<file path="src/verilog/acc_pkg.sv">
package acc_pkg;

    // datapath widths
    localparam int PSUM_W = 16;
    localparam int ACC_W  = 32;
    localparam int ACT_W  = 8;

    // accumulation memory
    localparam int SRAM_DEPTH = 1024;
    localparam int ADDR_W     = 10;

    // layer shape fields
    localparam int SIZE_W = 5;
    localparam int CH_W   = 6;

    typedef logic signed [PSUM_W-1:0] psum_t;

    typedef logic signed [ACC_W-1:0] acc_t;

    typedef logic signed [ACT_W-1:0] act_t;

    typedef logic [ADDR_W-1:0] addr_t;

    typedef logic [SIZE_W-1:0] size_t; // ofmap side, even, 2..30

    typedef logic [CH_W-1:0] ch_t;     // input channels, 1..63

endpackage

</file>
<file path="src/verilog/acc_cfg_regs.sv">
module acc_cfg_regs (
    input  logic           clk,
    input  logic           rst_n,
    input  logic           cfg_req_i,
    input  acc_pkg::size_t cfg_ofmap_size_i,
    input  acc_pkg::ch_t   cfg_ifmap_ch_i,
    input  logic           frame_busy_i,
    output logic           cfg_ack_o,
    output acc_pkg::size_t ofmap_size_o,
    output acc_pkg::ch_t   ifmap_ch_o,
    output logic           cfg_valid_o
);
    import acc_pkg::*;

    logic accept;

    // new request, not yet acked, and no frame in flight
    assign accept = cfg_req_i && !cfg_ack_o && !frame_busy_i;

    always_ff @(posedge clk) begin
        if (!rst_n) begin
            cfg_ack_o   <= 1'b0;
            cfg_valid_o <= 1'b0;
        end else begin
            if (accept) begin
                cfg_ack_o   <= 1'b1;
                cfg_valid_o <= 1'b1;
            end else if (!cfg_req_i) begin
                cfg_ack_o <= 1'b0; // phase 4
            end
        end
    end

    // shape registers
    always_ff @(posedge clk) begin
        if (accept) begin
            ofmap_size_o <= cfg_ofmap_size_i;
            ifmap_ch_o   <= cfg_ifmap_ch_i;
        end
    end

    // ack holds for as long as the host keeps req up
    assert property (@(posedge clk) disable iff (!rst_n)
        cfg_ack_o && cfg_req_i |=> cfg_ack_o);

endmodule

</file>
<file path="config.mk">
export PLATFORM = sky130hd
export DESIGN_NAME = acc_cfg_regs
export DESIGN_NICKNAME = d
export VERILOG_FILES = /design/src/verilog/acc_pkg.sv /design/src/verilog/acc_cfg_regs.sv
export SDC_FILE = /design/constraint.sdc
export NUM_CORES = 1
export LEC_CHECK = 0
export ABC_AREA = 1
export BUFFER_PORTS_ARGS = -buffer_cell sky130_fd_sc_hd__buf_4
export CORE_MARGIN = 2
export CORE_UTILIZATION = 30
export DETAILED_ROUTE_END_ITERATION = 10
export GPL_TIMING_DRIVEN = 0
export MAX_ROUTING_LAYER = met4
export SLEW_MARGIN = 20
export SYNTH_ARGS = -nofsm -noshare
export SYNTH_HDL_FRONTEND = slang
export SYNTH_SLANG_ARGS = --single-unit
</file>
<file path="constraint.sdc">
create_clock -name clk -period 1.16 [get_ports clk]
set_clock_uncertainty 0.1 [all_clocks]
set_input_delay 0.232 -clock clk [delete_from_list [all_inputs] [get_ports clk]]
set_output_delay 0.232 -clock clk [all_outputs]
set_load 0.005 [all_outputs]
</file>
==> results.tsv <==
metric	value	unit
Port-buffer cells	27	
Synth Area in Compound Gates	3.303	%
Final Max Tran Viols	0	
via count	280	
final std cells w/o fill	69	
Place WS	-117.3	ps
peak supply drop	0.0005325	V
XOR/XNOR share of the synthesized area	0	%
Syn Nets	37	
I/O pins	28	
CTS root buf	clkbuf_4	
Synth cell types	7	
GP Congestion	0.5606	
Tot Pwr	0.0008989	W
Initial Util	32.02	%
first-pass GRT wire length	979	um
post-synthesis mux area share	0	%
Clock Sinks	13	
RSZ-0062 raised after global routing	false	
CP top delay family	flip-flops	
Slew headroom	91.04	%
Post-layout nets	70	
CP Capture Type	output port	
Die Ht	41.27	um
Die W	41.27	um
critical path data arrival time	800	ps
Critical Path Stages	1	
worst hold path type	primary input to register	
Max Clock Freq	0.8867	GHz
max incr delay on CP	380	ps
DRT Wirelength	747	um
Max Cap Viol	0	
R2R cell count	3	
Yosys reg bits	13	
core footprint	1301	um^2
CTS tree	done	
GR Overflow Total	0	
Filler cells	123	
share of cells above drive strength 1	62.96	%
post-route setup slack	32.16	ps
adder-cell share of the synthesized area	0	%
Synth Area per Inst	18.94	um^2
row count	13	
synthesized instance count	22	
GR Util All Layers	10.76	%
cell type of the slowest stage on the worst timing path	edfxtp_1	
synthesized cell area	416.7	um^2
Worst-path clk slew	80	ps
CTS HTree Levels	1	
Worst Hold Depth	2	
CP Cell Sequence	buf_4	
antenna violations before repair	0	
Worst-Margin Slew	134.1	ps
DP Wirelength	582.9	um
Critical path buffers and inverters	1	
drt via density	4.058	
Hold Fails Final Rpt	0	
number of DRC markers in iteration 0	0	
vias in the first global route	247	
Antenna Nets Post-Route	0	
minimum clock period	1128	ps
Power Dens Cells	1316	nW/um^2
CP startpoint kind	register	
clk buf depth	2	
YS warnings	0	
Fin Setup TNS	0	ps
largest family of logic cells by synthesized area	buffers and inverters	
DRC violation count after routing	0	
cts bufs inserted	3	
register area share after synthesis	88.89	%
CP Max Fanout	1	
Die Area	1703	um^2
drt first pass iters	1	
largest net degree at the start of global routing	12	
final setup vio count	0	
period utilization	97.23	%
Worst-Skew Late Latency	270	ps
Avg WL per Cell	10.83	um
synthesis-to-finish area growth	63.96	%
WS Path Type	register to output port	
dpl cells	64	
Worst EP required	830	ps
# diodes	0	
status	finished, final reports clean	
postcts setup bufs	0	
Pleak	0.2889	nW
simple logic cell fraction of the synthesized area	3.303	%
-- per-layer routing --
metal / routed length (um) / share of wire [%] / vias up / track usage [%]
li1: - / - / 140 / -
met1: 280 / 37 / 119 / 11.68
met2: 376 / 50 / 17 / 13.28
met3: 73 / 9.8 / 4 / 4.891
met4: 17 / 2.3 / 0 / 12.10
met5: 0 / 0 / - / -
-- layout make-up --
type | instances | area (um^2) | share of cell area [%]
timing repair inverter | 1 | 7.507 | 1.099
clock buffer | 4 | 26.28 | 3.846
sequential | 13 | 370.4 | 54.21
tap | 15 | 18.77 | 2.747
multi-input combinational | 4 | 35.03 | 5.128
inverter | 5 | 22.52 | 3.297
timing repair buffer | 27 | 202.7 | 29.67
-- cell usage after synthesis (all sizes together) --
| cell type | instances | share of area [%] |
|---|---|---|
| edfxtp | 11 | 79 |
| inv | 5 | 4.5 |
| a21oi | 2 | 3.3 |
| dfxtp | 2 | 9.6 |
| nand2 | 1 | 0.90 |
| nand3 | 1 | 2.4 |
-- report_power, final --
group	switching (W)	internal (W)
clock network	0.000138	0.000133
registers	0.00000636	0.000530
logic	0.0000336	0.0000579
-- logic make-up after synthesis --
| kind of cell | Yosys count |
|---|---|
| simple gates | 2 |
| flops | 13 |
| compound gates | 2 |
| buf+inv | 5 |
-- sequential cells by signal (all words and copies together), names as in the netlist --
| register | flops |
|---|---|
| cfg_ack_o | 1 |
| ifmap_ch_o | 6 |
| cfg_valid_o | 1 |
| ofmap_size_o | 5 |
-- through the flow --
stage,util [%],hold slack (ps),cell area (um^2)
after floorplan,-,223.1,416.7
after global placement,49.04,310.7,638.1
after detailed placement,49.04,311.2,638.1
after CTS,51.35,20.19,668.1
after global routing,52.50,20.70,683.2
final,52.50,29.08,683.2
-- repair_timing --
| item | in CTS | in global routing |
|---|---|---|
| pin swaps | 0 | 0 |
| gates cloned | 0 | 1 |
| resized for setup | 1 | 2 |
| setup endpoints to repair | 11 | 11 |
| hold buffers | 0 | 0 |
| hold endpoints to repair | 0 | 0 |
-- final timing paths --
| kind | start | to | slack [ps] |
|---|---|---|---|
| worst max register to register | cfg_ack_o | ifmap_ch_o[4] | 80 |
| worst max-delay path | ifmap_ch_o[3] | ifmap_ch_o[3] | 30 |
| worst min register to register | cfg_valid_o | cfg_valid_o | 370 |
| worst min-delay path | frame_busy_i | cfg_ack_o | 30 |
-- placed cells by master, fill, tap and decap left out --
master       n
nand3_4      1
clkbuf_1     1
clkinvlp_4   2
dfxtp_1      2
clkbuf_4     3
a21oi_2      1
inv_1        4
a21oi_1      1
edfxtp_1    11
buf_4       27
nand2_1      1
Note: power is estimated with default switching activity, not from simulation.
