`src/verilog/acc_pkg.sv`:
```
package acc_pkg;

    // datapath widths
    localparam int PSUM_W = 16;
    localparam int ACC_W  = 32;
    localparam int ACT_W  = 8;

    // accumulation memory
    localparam int SRAM_DEPTH = 1024;
    localparam int ADDR_W     = 10;

    // layer shape fields
    localparam int SIZE_W = 5;
    localparam int CH_W   = 6;

    typedef logic signed [PSUM_W-1:0] psum_t;

    typedef logic signed [ACC_W-1:0] acc_t;

    typedef logic signed [ACT_W-1:0] act_t;

    typedef logic [ADDR_W-1:0] addr_t;

    typedef logic [SIZE_W-1:0] size_t; // ofmap side, even, 2..30

    typedef logic [CH_W-1:0] ch_t;     // input channels, 1..63

endpackage

```
`src/verilog/acc_result_if.sv`:
```
interface acc_result_if;
    import acc_pkg::*;

    logic  res_valid;
    act_t  res_data;  // saturated accumulator word
    addr_t res_addr;  // address it was read from
    logic  res_last;

    modport src (
        output res_valid,
        output res_data,
        output res_addr,
        output res_last
    );

    modport dst (
        input res_valid,
        input res_data,
        input res_addr,
        input res_last
    );

endinterface

```
`src/verilog/relu_maxpool.sv`:
```
module relu_maxpool (
    input  logic          clk,
    input  logic          rst_n,
    acc_result_if.dst     res,
    output logic          pool_valid_o,
    output acc_pkg::act_t pool_data_o,
    output logic          pool_last_o
);
    import acc_pkg::*;

    logic [1:0] cnt;      // values seen in this window
    act_t       relu_val;
    act_t       run_max;
    act_t       new_max;
    addr_t      grp_addr;

    assign relu_val = res.res_data[ACT_W-1] ? act_t'(0) : res.res_data;
    assign new_max  = (cnt == 2'd0 || relu_val > run_max) ? relu_val : run_max;

    always_ff @(posedge clk) begin
        if (!rst_n) begin
            cnt          <= 2'd0;
            pool_valid_o <= 1'b0;
            pool_last_o  <= 1'b0;
        end else begin
            pool_valid_o <= 1'b0;
            pool_last_o  <= 1'b0;
            if (res.res_valid) begin
                cnt <= cnt + 2'd1;
                if (cnt == 2'd3) begin
                    pool_valid_o <= 1'b1;
                    pool_last_o  <= res.res_last;
                end
            end
        end
    end

    always_ff @(posedge clk) begin
        if (res.res_valid) begin
            run_max <= new_max;
            if (cnt == 2'd0) begin
                grp_addr <= res.res_addr;
            end
            if (cnt == 2'd3) begin
                pool_data_o <= new_max;
            end
        end
    end

    assert property (@(posedge clk) disable iff (!rst_n)
        res.res_valid && res.res_last |-> cnt == 2'd3);

    // window order from the accumulator: second word sits right of the first
    assert property (@(posedge clk) disable iff (!rst_n)
        res.res_valid && cnt == 2'd1 |-> res.res_addr == grp_addr + addr_t'(1));

endmodule
```
`src/flat_wrapper.sv`:
```
// flat-port wrapper written by rule: the top's interface ports become plain ports
module relu_maxpool_flat import acc_pkg::*;
  (clk, rst_n, pool_valid_o, pool_data_o, pool_last_o, res_res_valid, res_res_data, res_res_addr, res_res_last);
  acc_result_if res_i ();
  input  logic clk;
  input  logic rst_n;
  output logic pool_valid_o;
  output acc_pkg::act_t pool_data_o;
  output logic pool_last_o;
  input wire logic [$bits(res_i.res_valid)-1:0] res_res_valid;
  input wire logic [$bits(res_i.res_data)-1:0] res_res_data;
  input wire logic [$bits(res_i.res_addr)-1:0] res_res_addr;
  input wire logic [$bits(res_i.res_last)-1:0] res_res_last;
  assign res_i.res_valid = res_res_valid;
  assign res_i.res_data = res_res_data;
  assign res_i.res_addr = res_res_addr;
  assign res_i.res_last = res_res_last;
  relu_maxpool u_core (.clk(clk), .rst_n(rst_n), .res(res_i), .pool_valid_o(pool_valid_o), .pool_data_o(pool_data_o), .pool_last_o(pool_last_o));
endmodule
```
`config.mk`:
```
export PLATFORM = sky130hd
export DESIGN_NAME = relu_maxpool_flat
export DESIGN_NICKNAME = d
export VERILOG_FILES = /design/src/verilog/acc_pkg.sv /design/src/verilog/acc_result_if.sv /design/src/verilog/relu_maxpool.sv /design/src/flat_wrapper.sv
export SDC_FILE = /design/constraint.sdc
export NUM_CORES = 1
export LEC_CHECK = 0
export ABC_AREA = 0
export BUFFER_PORTS_ARGS = -buffer_cell sky130_fd_sc_hd__buf_2
export CAP_MARGIN = 20
export CORE_MARGIN = 2
export CORE_UTILIZATION = 35
export DETAILED_ROUTE_END_ITERATION = 7
export PLACE_DENSITY = 0.61
export SKIP_LAST_GASP = 1
export SYNTH_ARGS = -nofsm -noshare
export SYNTH_HDL_FRONTEND = slang
export SYNTH_SLANG_ARGS = --single-unit
```
`constraint.sdc`:
```
create_clock -name clk -period 2.3 [get_ports clk]
set_input_delay 0.115 -clock clk [delete_from_list [all_inputs] [get_ports clk]]
set_output_delay 0.115 -clock clk [all_outputs]
set_load 0.005 [all_outputs]
```
==> results.md, run 1 <==
Floorplanning:
- The region available for standard cell placement spans 2540 sq um.
- The I/O pin total is 32.
- Measured along the x axis, the die boundary spans 56.4 microns.
- For this configuration, the core starts out at a cell density of 37.8%.
- The initialized floorplan defines 18 standard-cell rows.
- The floorplan step defined a die boundary enclosing 3180 sq um.
- The height of the die is 56.4 microns.

Yosys:
- The proportion of synthesized area in mux cells is 9.11%.
- In this run, synthesis produced a sequential element count of 20.
- The Yosys step of the flow raised 0 warnings.
- The leading area contributor after synthesis is sky130_fd_sc_hd__edfxtp_1.
- Of the total synthesized cell area, the portion taken by XOR and XNOR cells is 0.911%.
- The area fraction in and, or, nand and nor cells after synthesis is 12.6%.
- Sorting the synthesized cells by area gives the leading types as sky130_fd_sc_hd__edfxtp_1 50%, sky130_fd_sc_hd__ha_1 12%, sky130_fd_sc_hd__dfxtp_1 8.3%, sky130_fd_sc_hd__mux2_2 7.0%, sky130_fd_sc_hd__nor2b_1 5.2%.
- The average cell area after synthesis is 13.5 sq um.
- The unique cell type count in the Yosys netlist is 20.
- After synthesis, the largest area contributor takes up 50.0% of total cell area.
- The part of the Yosys area used for sequential elements is 58.3%.
- The share of the synthesized area in compound gates (AO/OA/AOI/OAI) is 3.39%.
- The cell count after synthesis is 71.
- The synthesized netlist occupies a cell area of 961 sq um.
- The main combinational cell family by area after synthesis is simple AND/OR/NAND/NOR gates.
- Summing the areas of all fa, ha and maj instances in the mapped netlist gives 11.7% of the synthesized area.

Critical path:
- The nature of the critical path endpoint is a register.
- The critical path is of the reg2reg type.
- The reg-to-reg endpoint is u_core.pool_data_o[2]$_DFFE_PP_.
- The family with the most delay on the worst path is flip-flops.
- Data on the critical path is required at its endpoint by 2350 ps.
- On the worst path, the slowest cell contributes a delay of 360 ps.
- In this run the worst path has a maximum fanout of 4.
- Data arrives at the worst endpoint at 2110 ps.
- The category of the worst setup path launch point is a register.
- The launching point of the worst reg2reg path is u_core.run_max[1]$_DFFE_PP_.
- The cell at the slowest stage of the critical path is sky130_fd_sc_hd__edfxtp_1.
- The worst reg-to-reg setup slack is 240 ps.
- The length in cells of the worst reg-to-reg path is 8.
- Traced cell by cell, the critical path runs through inv_1, ha_1, nor2b_1, o211ai_1, a211oi_1, nor3_4, buf_4, mux2_2.
- The number of buffer and inverter instances along the worst setup path is 2.

Hold path:
- The worst hold path passes through 2 cells.
- The startpoint identified for the worst hold timing path is res_res_last.
- The path with the worst hold slack has its endpoint at u_core.pool_last_o$_SDFF_PN0_.
- The worst hold-check path type is in2reg.

Power and ir drop:
- The design draws 724 uW.
- The clock network power share is 27.9%.
- The cell internal power dissipation is 560 uW.
- The analysis attributes to cell leakage a power of 0.000502 uW.
- The sequential fraction of design power is 58.2%.
- For this design the ratio of total power to cell area is 625 nW/um^2.
- Net switching is 22.6% of the power.
- The net switching power of the design is 163 uW.
- Combinational logic is responsible for 14.0% of the overall power.
- The worst-case vdd ir drop is 0.427 mV.

Placement:
- The placement-stage cell area is 1120 sq um.
- After legalization and detailed placement, the total HPWL measured 1150 microns.
- At the end of routability-driven placement, the weighted congestion stood at 0.704.
- The number of buffers added on ports is 21.
- The worst setup timing slack at the placement stage is 218 ps.

Clock network:
- Clock-pin slew was measured on the worst setup and hold paths at 120 ps.
- The number of buffers created by CTS is 3.
- After clock tree synthesis, the repair step resized 0 gates.
- In this run, post-CTS hold repair placed 0 buffers.
- The source-to-sink clock delay at the later pin of the worst-skew pair is 290 ps.
- The buffer count from post-CTS setup fixing is 0.
- In this run the deepest clock path goes through 2 buffers.
- Clock tree synthesis found a total of 20 sinks.
- The CTS tree is yes.
- The buffer cell driving the clock tree root is sky130_fd_sc_hd__clkbuf_4.
- The deepest level of the CTS H-tree is 1.

Routing:
- Summing over every cut layer, the via total after detailed routing is 605.
- Once detail routing completed, the nets flagged for antenna violations numbered 0.
- The number of detailed-routing iterations run before antenna repair is 4.
- The iteration-0 DRC count of the detailed router is 12.
- The number of remaining DRC errors is 0.
- The final wirelength is 1510 microns.
- The post-detailed-route wirelength per cell is 11.7 microns.
- In the routed layout, each cell is associated on average with a via count of 4.69.

Global route:
- The first global-routing pass estimated 2700 microns of wire.
- The initial antenna violation count is 0.
- The via count of the first global-routing pass is 635.
- The total grt overflow is 0.
- The global-route total usage across every layer is 10.9%.
- Entering global routing, the biggest net connects 13 pins.

STA:
- The number of max-slew violations in the final report is 0.
- The aggregate negative setup slack is 0 ps.
- The worst clock skew on the final layout is 6.69 ps.
- The final cycle utilization of the critical path is 89.4%.
- In the post-route analysis, the smallest setup slack over all paths is 244 ps.
- After layout, the minimum clock period comes to 2060 ps.
- Setup repair after global routing left no endpoint under its margin.
- The final hold violation count came to 0.
- Setup violations remaining at the end of the flow were counted as 0.
- Derived from the worst setup path, the maximum achievable clock frequency is 0.486 GHz.
- The worst hold slack is 17.6 ps.

Final layout:
- The relative area change from synthesis to final layout is 20.6%.
- The share of layout cells above drive strength 1 is 34.3%.
- The antenna diode count is 0.
- The leading cell type in the layout, fill and taps excluded is sky130_fd_sc_hd__buf_2.
- The final layout contains 131 nets.
- The sequential cells in the finished layout cover a total of 561 sq um.
- In the layout the commonest cells are 21 x sky130_fd_sc_hd__buf_2, 16 x sky130_fd_sc_hd__edfxtp_1, 9 x sky130_fd_sc_hd__inv_1, 9 x sky130_fd_sc_hd__ha_1, 8 x sky130_fd_sc_hd__nor2b_1.
- Counting the fill cells in the layout gives 250.
- After routing the design area is 1160 sq um.
- The multi-input gate area in the final layout is 370 sq um.

Job:
- Across the run, the number of max-cap violations was 0.

Run status:
- The flow ran to the end, and the final reports show no timing, DRC or antenna violations.
==> cell usage after synthesis <==
cell and count:
sky130_fd_sc_hd__a211oi_1 2, sky130_fd_sc_hd__a21oi_1 2, sky130_fd_sc_hd__and2_1 3, sky130_fd_sc_hd__and3_1 1
sky130_fd_sc_hd__conb_1 1, sky130_fd_sc_hd__dfxtp_1 4, sky130_fd_sc_hd__edfxtp_1 16, sky130_fd_sc_hd__ha_1 9
sky130_fd_sc_hd__inv_1 9, sky130_fd_sc_hd__mux2_2 6, sky130_fd_sc_hd__mux2i_1 2, sky130_fd_sc_hd__nand2b_1 1
sky130_fd_sc_hd__nand3_1 1, sky130_fd_sc_hd__nand4_1 1, sky130_fd_sc_hd__nand4b_1 1, sky130_fd_sc_hd__nor2_1 1
sky130_fd_sc_hd__nor2b_1 8, sky130_fd_sc_hd__nor3_4 1, sky130_fd_sc_hd__o211ai_1 1, sky130_fd_sc_hd__xor2_1 1
==> worst max-delay path by stage <==
| stage | from | endpoint | cells past startpoint |
|---|---|---|---|
| 3_5_place_dp | res_res_data[7] | u_core.pool_data_o[5]$_DFFE_PP_ | 9 |
| 6_report | u_core.run_max[1]$_DFFE_PP_ | u_core.pool_data_o[2]$_DFFE_PP_ | 8 |
| 2_1_floorplan | u_core.run_max[1]$_DFFE_PP_ | u_core.pool_data_o[1]$_DFFE_PP_ | 7 |
| 5_1_grt | u_core.run_max[6]$_DFFE_PP_ | u_core.run_max[6]$_DFFE_PP_ | 8 |
| 3_3_place_gp | res_res_data[7] | u_core.pool_data_o[4]$_DFFE_PP_ | 9 |
| 4_1_cts | u_core.run_max[1]$_DFFE_PP_ | u_core.pool_data_o[5]$_DFFE_PP_ | 8 |
==> kinds of logic (layout without fill, tap and decap cells) <==
kind of cell / count (synthesis) / after routing
AO/OA/AOI/OAI: 5 / 5
buffers and inverters: 9 / 36
AND/OR/NAND/NOR: 18 / 18
adder cells (fa/ha/maj): 9 / 9
other: 1 / 2
XOR/XNOR: 1 / 1
flip-flops: 20 / 20
multiplexers: 8 / 8
==> power groups by stage <==
stage / clock (uW) / combinational (uW) / sequential [uW]
after floorplan: 0 / 66.8 / 428
final: 202 / 101 / 421
after detailed placement: 0 / 102 / 429
after CTS: 210 / 103 / 421
after global placement: 0 / 99.5 / 429
after global routing: 228 / 116 / 423
==> metrics by stage <==
stage / utilization (%) / instances
floorplan: - / 72
global placement: 44.1 / 125
detailed placement: 44.1 / 125
CTS: 45.5 / 129
global route: 45.5 / 129
finish: 45.5 / 129
==> per-layer routing <==
metal	global-route usage (%)	part of all wire, %	routed length, microns
met5	0	0	0
met4	5.10	0.86	13
met3	2.30	4.2	63
met2	17.0	46	693
met1	14.4	49	742
==> flip-flops by register name (all words and copies together) (netlist names) <==
signal and count:
u_core.pool_last_o 1, u_core.pool_valid_o 1, u_core.pool_data_o 8, u_core.cnt 2
u_core.run_max 8
==> layout make-up <==
cell class	count	area share [%]
sequential	20	48.4
inverter	9	2.92
timing repair buffer	23	10.4
clock buffer	4	3.13
multi-input combinational	43	32.0
tap	30	3.24
Power figures use the tool's default switching activity.
==> run 2, diff against run 1 <==
--- a/config.mk
+++ b/config.mk
@@ -11,6 +11,7 @@
 export CORE_MARGIN = 2
 export CORE_UTILIZATION = 35
 export DETAILED_ROUTE_END_ITERATION = 7
+export GPL_TIMING_DRIVEN = 0
 export PLACE_DENSITY = 0.61
 export SKIP_LAST_GASP = 1
 export SYNTH_ARGS = -nofsm -noshare
==> run 2 against run 1 <==
Power down 7.2%. First-iteration DRC count unchanged. Non-clock buffer count down 2. Clock skew decreased by 4.0 ps. Clock power shrank 23%. Setup slack got worse by 93 ps. Register-to-register slack got worse by 90 ps. Core utilization decreased by 1.1 points. Worst hold slack improved by 7.1 ps. Routed wire length down 2.2%. Sequential share of layout area rose by 1.2 points. Highest routed layer unchanged.
==> results.md, run 2 (synthesis results as in run 1) <==
Critical path:
- The length in cells of the worst reg-to-reg path is 7.
- The launching point of the worst reg2reg path is u_core.run_max[1]$_DFFE_PP_.
- Data arrives at the worst endpoint at 2200 ps.
- The endpoint required time on the critical path is 2350 ps.
- The worst register-to-register path has a setup slack of 150 ps.
- The reg-to-reg endpoint is u_core.run_max[1]$_DFFE_PP_.
- The largest fanout on the critical path is 7.
- The nature of the critical path endpoint is a register.
- The startpoint of the worst setup timing path is u_core.run_max[1]$_DFFE_PP_.
- The category of the worst setup path launch point is a register.
- In this design, the stage delay of the slowest critical-path cell is 400 ps.
- The largest individual stage delay along the critical path comes from the cell sky130_fd_sc_hd__edfxtp_1.
- The critical path goes through inv_1, ha_1, nor2b_1, o211ai_1, a211oi_1, nor3_4, mux2_2.
- The critical path in this run is classified as reg2reg.

Final layout:
- In the final layout, the multi-input gates occupy 370 sq um.
- The library cell used most frequently in the layout, excluding fill and tap cells, is sky130_fd_sc_hd__buf_2.
- From synthesis to final layout, the design area changed by 17.6%.
- After filler insertion, the fill cell instance count of the layout stands at 263.
- The utilization of the core after routing is 44.4%.
- In the final layout, the registers with the most flip-flops are u_core.pool_data_o x8, u_core.run_max x8, u_core.cnt x2.
- The post-route netlist has 32.3% of its cells at a drive strength greater than 1.
- The number of nets in the final layout is 129.
- The antenna diode count is 0.
- Leaving out fill and tap cells, the most frequent cells in the layout are 21 x sky130_fd_sc_hd__buf_2, 16 x sky130_fd_sc_hd__edfxtp_1, 9 x sky130_fd_sc_hd__inv_1, 9 x sky130_fd_sc_hd__ha_1, 8 x sky130_fd_sc_hd__nor2b_1.
- In the final layout, flip-flops and latches occupy 561 sq um.
- After the flow finishes, the layout carries non-filler instances totaling 126.

Hold path:
- The path class of the tightest hold or removal check is in2reg.
- The cell count of the worst hold path is 2.
- The worst hold path startpoint is res_res_last.
- The hold-critical path endpoint is u_core.pool_last_o$_SDFF_PN0_.

Routing:
- The first detailed-routing pass took 3 iterations.
- The first routing iteration left 12 violations.
- The via density per instance is 4.67.
- After detailed routing, the average wire length per cell comes to 11.7 microns.
- In the routed design, unresolved DRC markers number 0.
- The routed layout has 588 vias.
- The count of nets left with antenna violations once routing finished came out at 0.
- The final layout contains routed wiring with a total length of 1480 microns.

Job:
- Max-cap violations in this run came to 0.

STA:
- For the final database, setup skew stands at 2.71 ps.
- Setup repair after global routing left no endpoint under its margin.
- The final cycle utilization of the critical path is 93.5%.
- Hold timing on the final database bottoms out at a slack of 24.7 ps.
- The maximum clock frequency is 0.465 GHz.
- The final setup violation count is 0.
- The number of max-slew violations in the final report is 0.
- The aggregate negative setup slack is 0 ps.
- The clock period could shrink to 2150 ps.
- The final hold violation count is 0.

Global route:
- The via count of the first global-routing pass came to 592.
- The total grt overflow is 0.
- The global-route total usage across every layer is 11.0%.
- The first global-routing pass estimated 2590 microns of wire.
- Entering global routing, the biggest net connects 13 pins.
- The initial antenna violation count is 0.

Clock network:
- In this run the post-CTS setup repair buffer count came out at 0.
- The hold buffer count at cts is 0.
- The buffer cell driving the clock tree root is sky130_fd_sc_hd__clkbuf_4.
- The number of buffers created by CTS is 3.
- The CTS tree is yes.
- The source-to-sink clock delay at the later pin of the worst-skew pair is 290 ps.
- The post-cts sizing count is 0.
- In this run the number of H-tree levels came out at 1.
- CTS saw 20 sinks.
- After clock tree synthesis, the clock-pin slew on the worst setup and hold paths is 100 ps.
- The clock passes through at most 2 buffers.

Floorplanning:
- The I/O pin total is 32.
- In this run the vertical extent of the chip is 56.4 microns.
- The full die area is 3180 sq um.
- The count of standard-cell rows is 18.
- The floorplan step set the die width to 56.4 microns.
- The area of the core is 2540 sq um.
- The initial utilization of the core area, before any placement, comes to 37.8%.

Power and ir drop:
- The overall power consumption is 672 uW.
- The worst-case vdd ir drop is 0.339 mV.
- In this run the static leakage power is 0.000484 uW.
- Dividing total power by cell area gives a power density of 595 nW/um^2.

Placement:
- The routability-driven placement congestion ratio is 0.704.
- Detailed placement ended at an HPWL of 1100 microns.
- The number of buffers added on ports is 21.
- The instance count after placement with tap cells included is 123.

Run status:
- The run finished with clean final reports.
## run 2: cell count changes in the layout (fill, tap and decap cells not counted), sizes merged
cell,change
buf,-2
clkbuf,-1
## run 2: worst max path at each step
stage	endpoint	slack, ps	cells after the start
after floorplan	u_core.pool_data_o[1]$_DFFE_PP_	330	7
after global placement	u_core.pool_data_o[3]$_DFFE_PP_	130	8
after detailed placement	u_core.pool_data_o[1]$_DFFE_PP_	100	8
after CTS	u_core.pool_data_o[1]$_DFFE_PP_	120	7
after global routing	u_core.run_max[1]$_DFFE_PP_	20	7
final	u_core.run_max[1]$_DFFE_PP_	150	7
## run 2: final cells by class
class / instances / share of cell area (%)
inverters: 9 / 2.99
clock buffers: 3 / 1.99
flip-flops and latches: 20 / 49.6
repair buffers: 21 / 9.30
multi-input cells: 43 / 32.8
well taps: 30 / 3.32
## run 2: per-layer routing
metal  GRT usage [%]  routed length (microns)  vias up
met1            14.7                      693      271
li1                -                        -      301
met3            2.76                       64        2
met5               0                        0        -
met2            16.6                      708       14
met4            5.10                       13        0
## run 2: critical path, delay by kind of cell, from the launching register on
| kind | cells | cell delay, ps |
|---|---|---|
| buffers and inverters | 1 | 70 |
| AOI/OAI and AO/OA | 2 | 290 |
| muxes | 1 | 400 |
| DFF | 1 | 400 |
| and+or+nand+nor | 2 | 520 |
| adders and majority gates | 1 | 230 |
## run 2: power by group
group / switching (uW) / total [uW] / internal, uW
Clock: 94.9 / 156 / 60.8
Combinational: 48.1 / 95.0 / 47.0
Sequential: 8.47 / 421 / 413
Total: 151 / 672 / 520
## run 2: metrics by stage
stage          setup WS, ps  cell area (sq um)
6_report                150               1130
5_1_grt                15.9               1130
4_1_cts                 120               1130
3_5_place_dp            101               1110
3_3_place_gp            135               1110
2_1_floorplan           330                965
==> run 3, diff against run 2 <==
--- a/config.mk
+++ b/config.mk
@@ -9,10 +9,10 @@
 export BUFFER_PORTS_ARGS = -buffer_cell sky130_fd_sc_hd__buf_2
 export CAP_MARGIN = 20
 export CORE_MARGIN = 2
-export CORE_UTILIZATION = 35
+export CORE_UTILIZATION = 48
 export DETAILED_ROUTE_END_ITERATION = 7
 export GPL_TIMING_DRIVEN = 0
-export PLACE_DENSITY = 0.61
+export PLACE_DENSITY = 0.79
 export SKIP_LAST_GASP = 1
 export SYNTH_ARGS = -nofsm -noshare
 export SYNTH_HDL_FRONTEND = slang
==> run 3 against run 2 <==
Core utilization rose by 14 points. Worst hold slack got worse by 4.9 ps. Routed wire length fell by 6.3%. Critical path depth did not move. Final area fell by 0.33%. First-iteration DRC count fell by 17%. Clock power barely moved. Non-clock buffer count did not move. Power barely moved. Critical path type unchanged. Largest power group unchanged.
==> results.md, run 3 (synthesis results as in run 1) <==
Run status:
- The run finished with clean final reports.

Floorplanning:
- In this run the vertical extent of the chip is 48.7 microns.
- The die covers 2380 sq um.
- 32 I/O pins were placed.
- In this run the core area contains 16 standard-cell rows.
- The die extent in x is 48.7 microns.
- The initial standard-cell utilization of the core is 50.0%.
- The area of the core is 1920 sq um.

STA:
- The worst hold slack is 19.8 ps.
- Setup repair after global routing left no endpoint under its margin.
- The final hold violation count is 0.
- The aggregate negative setup slack is 0 ps.
- Derived from the worst setup path, the maximum achievable clock frequency is 0.467 GHz.
- Dividing the final minimum period by the clock period gives 93.1%.
- On the final layout, the worst clock skew is 4.53 ps.
- Setup violations remaining at the end of the flow were counted as 0.
- The number of max-slew violations in the final report was 0.
- Counting I/O delays and the setup requirement, the final critical path takes 2140 ps.

Clock network:
- The CTS tree is yes.
- Gates resized during post-CTS repair numbered 0.
- The deepest level of the CTS H-tree is 1.
- The tree is rooted in a sky130_fd_sc_hd__clkbuf_4.
- The clock passes through at most 2 buffers.
- Clock latency on the worst-skew pair, taken at its later pin, is 290 ps.
- Post-CTS timing repair inserted 0 buffers for setup.
- The post-CTS clock slew at the launch and capture registers of the worst setup and hold paths is 100 ps.
- The clock drives 20 sinks.
- The hold buffer count at cts is 0.
- The number of buffers created by CTS is 3.

Placement:
- The congestion estimate from routability-driven global placement came to 0.726.
- The instance count after placement with tap cells included is 120.
- The number of buffers added on ports is 21.
- The post-DP HPWL is 1060 microns.

Critical path:
- For the worst setup path, the data required time is 2350 ps.
- STA classifies the critical path startpoint as a register.
- At the worst endpoint, the arrival time is 2190 ps.
- The worst setup path is captured at a register.
- The largest fanout on the critical path is 7.
- The setup path with the least slack is of type reg2reg.

Global route:
- The first global-routing pass estimated 2360 microns of wire.
- The via count of the first global-routing pass is 543.
- Summed over all layers, the global routing overflow is 0.
- Entering global routing, the biggest net connects 13 pins.
- For this run, the total global-route usage over all layers was measured as 13.4%.
- The initial antenna violation count is 0.

Power and ir drop:
- In this run the static leakage power is 0.000484 uW.
- The power per cell area is 597 nW/um^2.
- The worst-case IR drop observed on VDD is 0.413 mV.

Final layout:
- 0 antenna diodes ended up in the layout.
- The multi-input gate area in the final layout is 370 sq um.
- Once layout is complete, the cells apart from fillers number 123.
- The leading cell type in the layout, fill and taps excluded is sky130_fd_sc_hd__buf_2.
- The flip-flop and latch area is 561 sq um.
- The largest registers in the layout are u_core.pool_data_o x8, u_core.run_max x8, u_core.cnt x2.
- In the layout the commonest cells are 21 x sky130_fd_sc_hd__buf_2, 16 x sky130_fd_sc_hd__edfxtp_1, 9 x sky130_fd_sc_hd__inv_1, 9 x sky130_fd_sc_hd__ha_1, 8 x sky130_fd_sc_hd__nor2b_1.
- The final layout contains 129 nets.
- The filler cells instantiated in the layout total 184.
- The share of layout cells above drive strength 1 is 32.3%.
- Compared with the post-synthesis result, the final layout area differs by 17.2%.

Routing:
- The count of nets left with antenna violations once routing finished came out at 0.
- The via total after detailed routing is 608.
- For this block, the initial DRC count from the detailed router was 10.
- In the final routed layout, each cell accounts on average for 11.3 microns.
- In the routed layout, each cell is associated on average with a via count of 4.94.
- Summed over all layers, the routed wires come to 1390 microns.
- Before antenna repair, the detailed router went through 4 iterations.
- In the routed design, unresolved DRC markers number 0.

Hold path:
- The worst hold-check path type is in2reg.

Job:
- The reported max-cap violation count is 0.
[run 3: cell counts in the layout (fill, tap and decap cells not counted)]
Identical to the previous run, type by type.
[run 3: power by group]
part,leakage (uW),internal [uW],switching (uW)
Sequential,0.000186,413,8.48
Clock,0.0000138,60.9,95.7
Combinational,0.000284,46.9,47.8
[run 3: stage by stage]
step	utilization (%)	worst slack, ps	total power [uW]	instance area, sq um
final	58.6	158	672	1130
after global routing	58.6	46.5	712	1130
after CTS	58.6	145	679	1130
after detailed placement	57.4	137	525	1100
after global placement	57.4	149	521	1100
after floorplan	-	330	494	965
[run 3: worst paths after layout]
path / startpoint / endpoint / slack [ps] / cells after the start
hold / removal: res_res_last / u_core.pool_last_o$_SDFF_PN0_ / 20 / 2
setup reg to reg: u_core.run_max[1]$_DFFE_PP_ / u_core.run_max[1]$_DFFE_PP_ / 160 / 7
setup / recovery: u_core.run_max[1]$_DFFE_PP_ / u_core.run_max[1]$_DFFE_PP_ / 160 / 7
hold reg to reg: u_core.cnt[1]$_SDFFE_PN0P_ / u_core.cnt[1]$_SDFFE_PN0P_ / 570 / 2
[run 3: layer usage]
layer	wire length, microns	vias up	share of wire, %	GRT usage, %
met5	0	-	0	0
met4	33	0	2.4	8.57
met3	80	6	5.8	2.78
met2	682	21	49	20.3
met1	589	279	42	17.3
li1	-	302	-	-
[run 3: critical path: stages, from the launching register on]
cell                       delay, ps
sky130_fd_sc_hd__edfxtp_1        390
sky130_fd_sc_hd__inv_1            70
sky130_fd_sc_hd__ha_1            230
sky130_fd_sc_hd__nor2b_1         130
sky130_fd_sc_hd__o211ai_1        160
sky130_fd_sc_hd__a211oi_1        130
sky130_fd_sc_hd__nor3_4          380
sky130_fd_sc_hd__mux2_2          410
[run 3: layout make-up]
class	instances	share of cell area, %
clock buffers	3	2.00
inverters	9	3.00
repair buffers	21	9.33
well taps	27	3.00
multi-input cells	43	32.9
flip-flops and latches	20	49.8
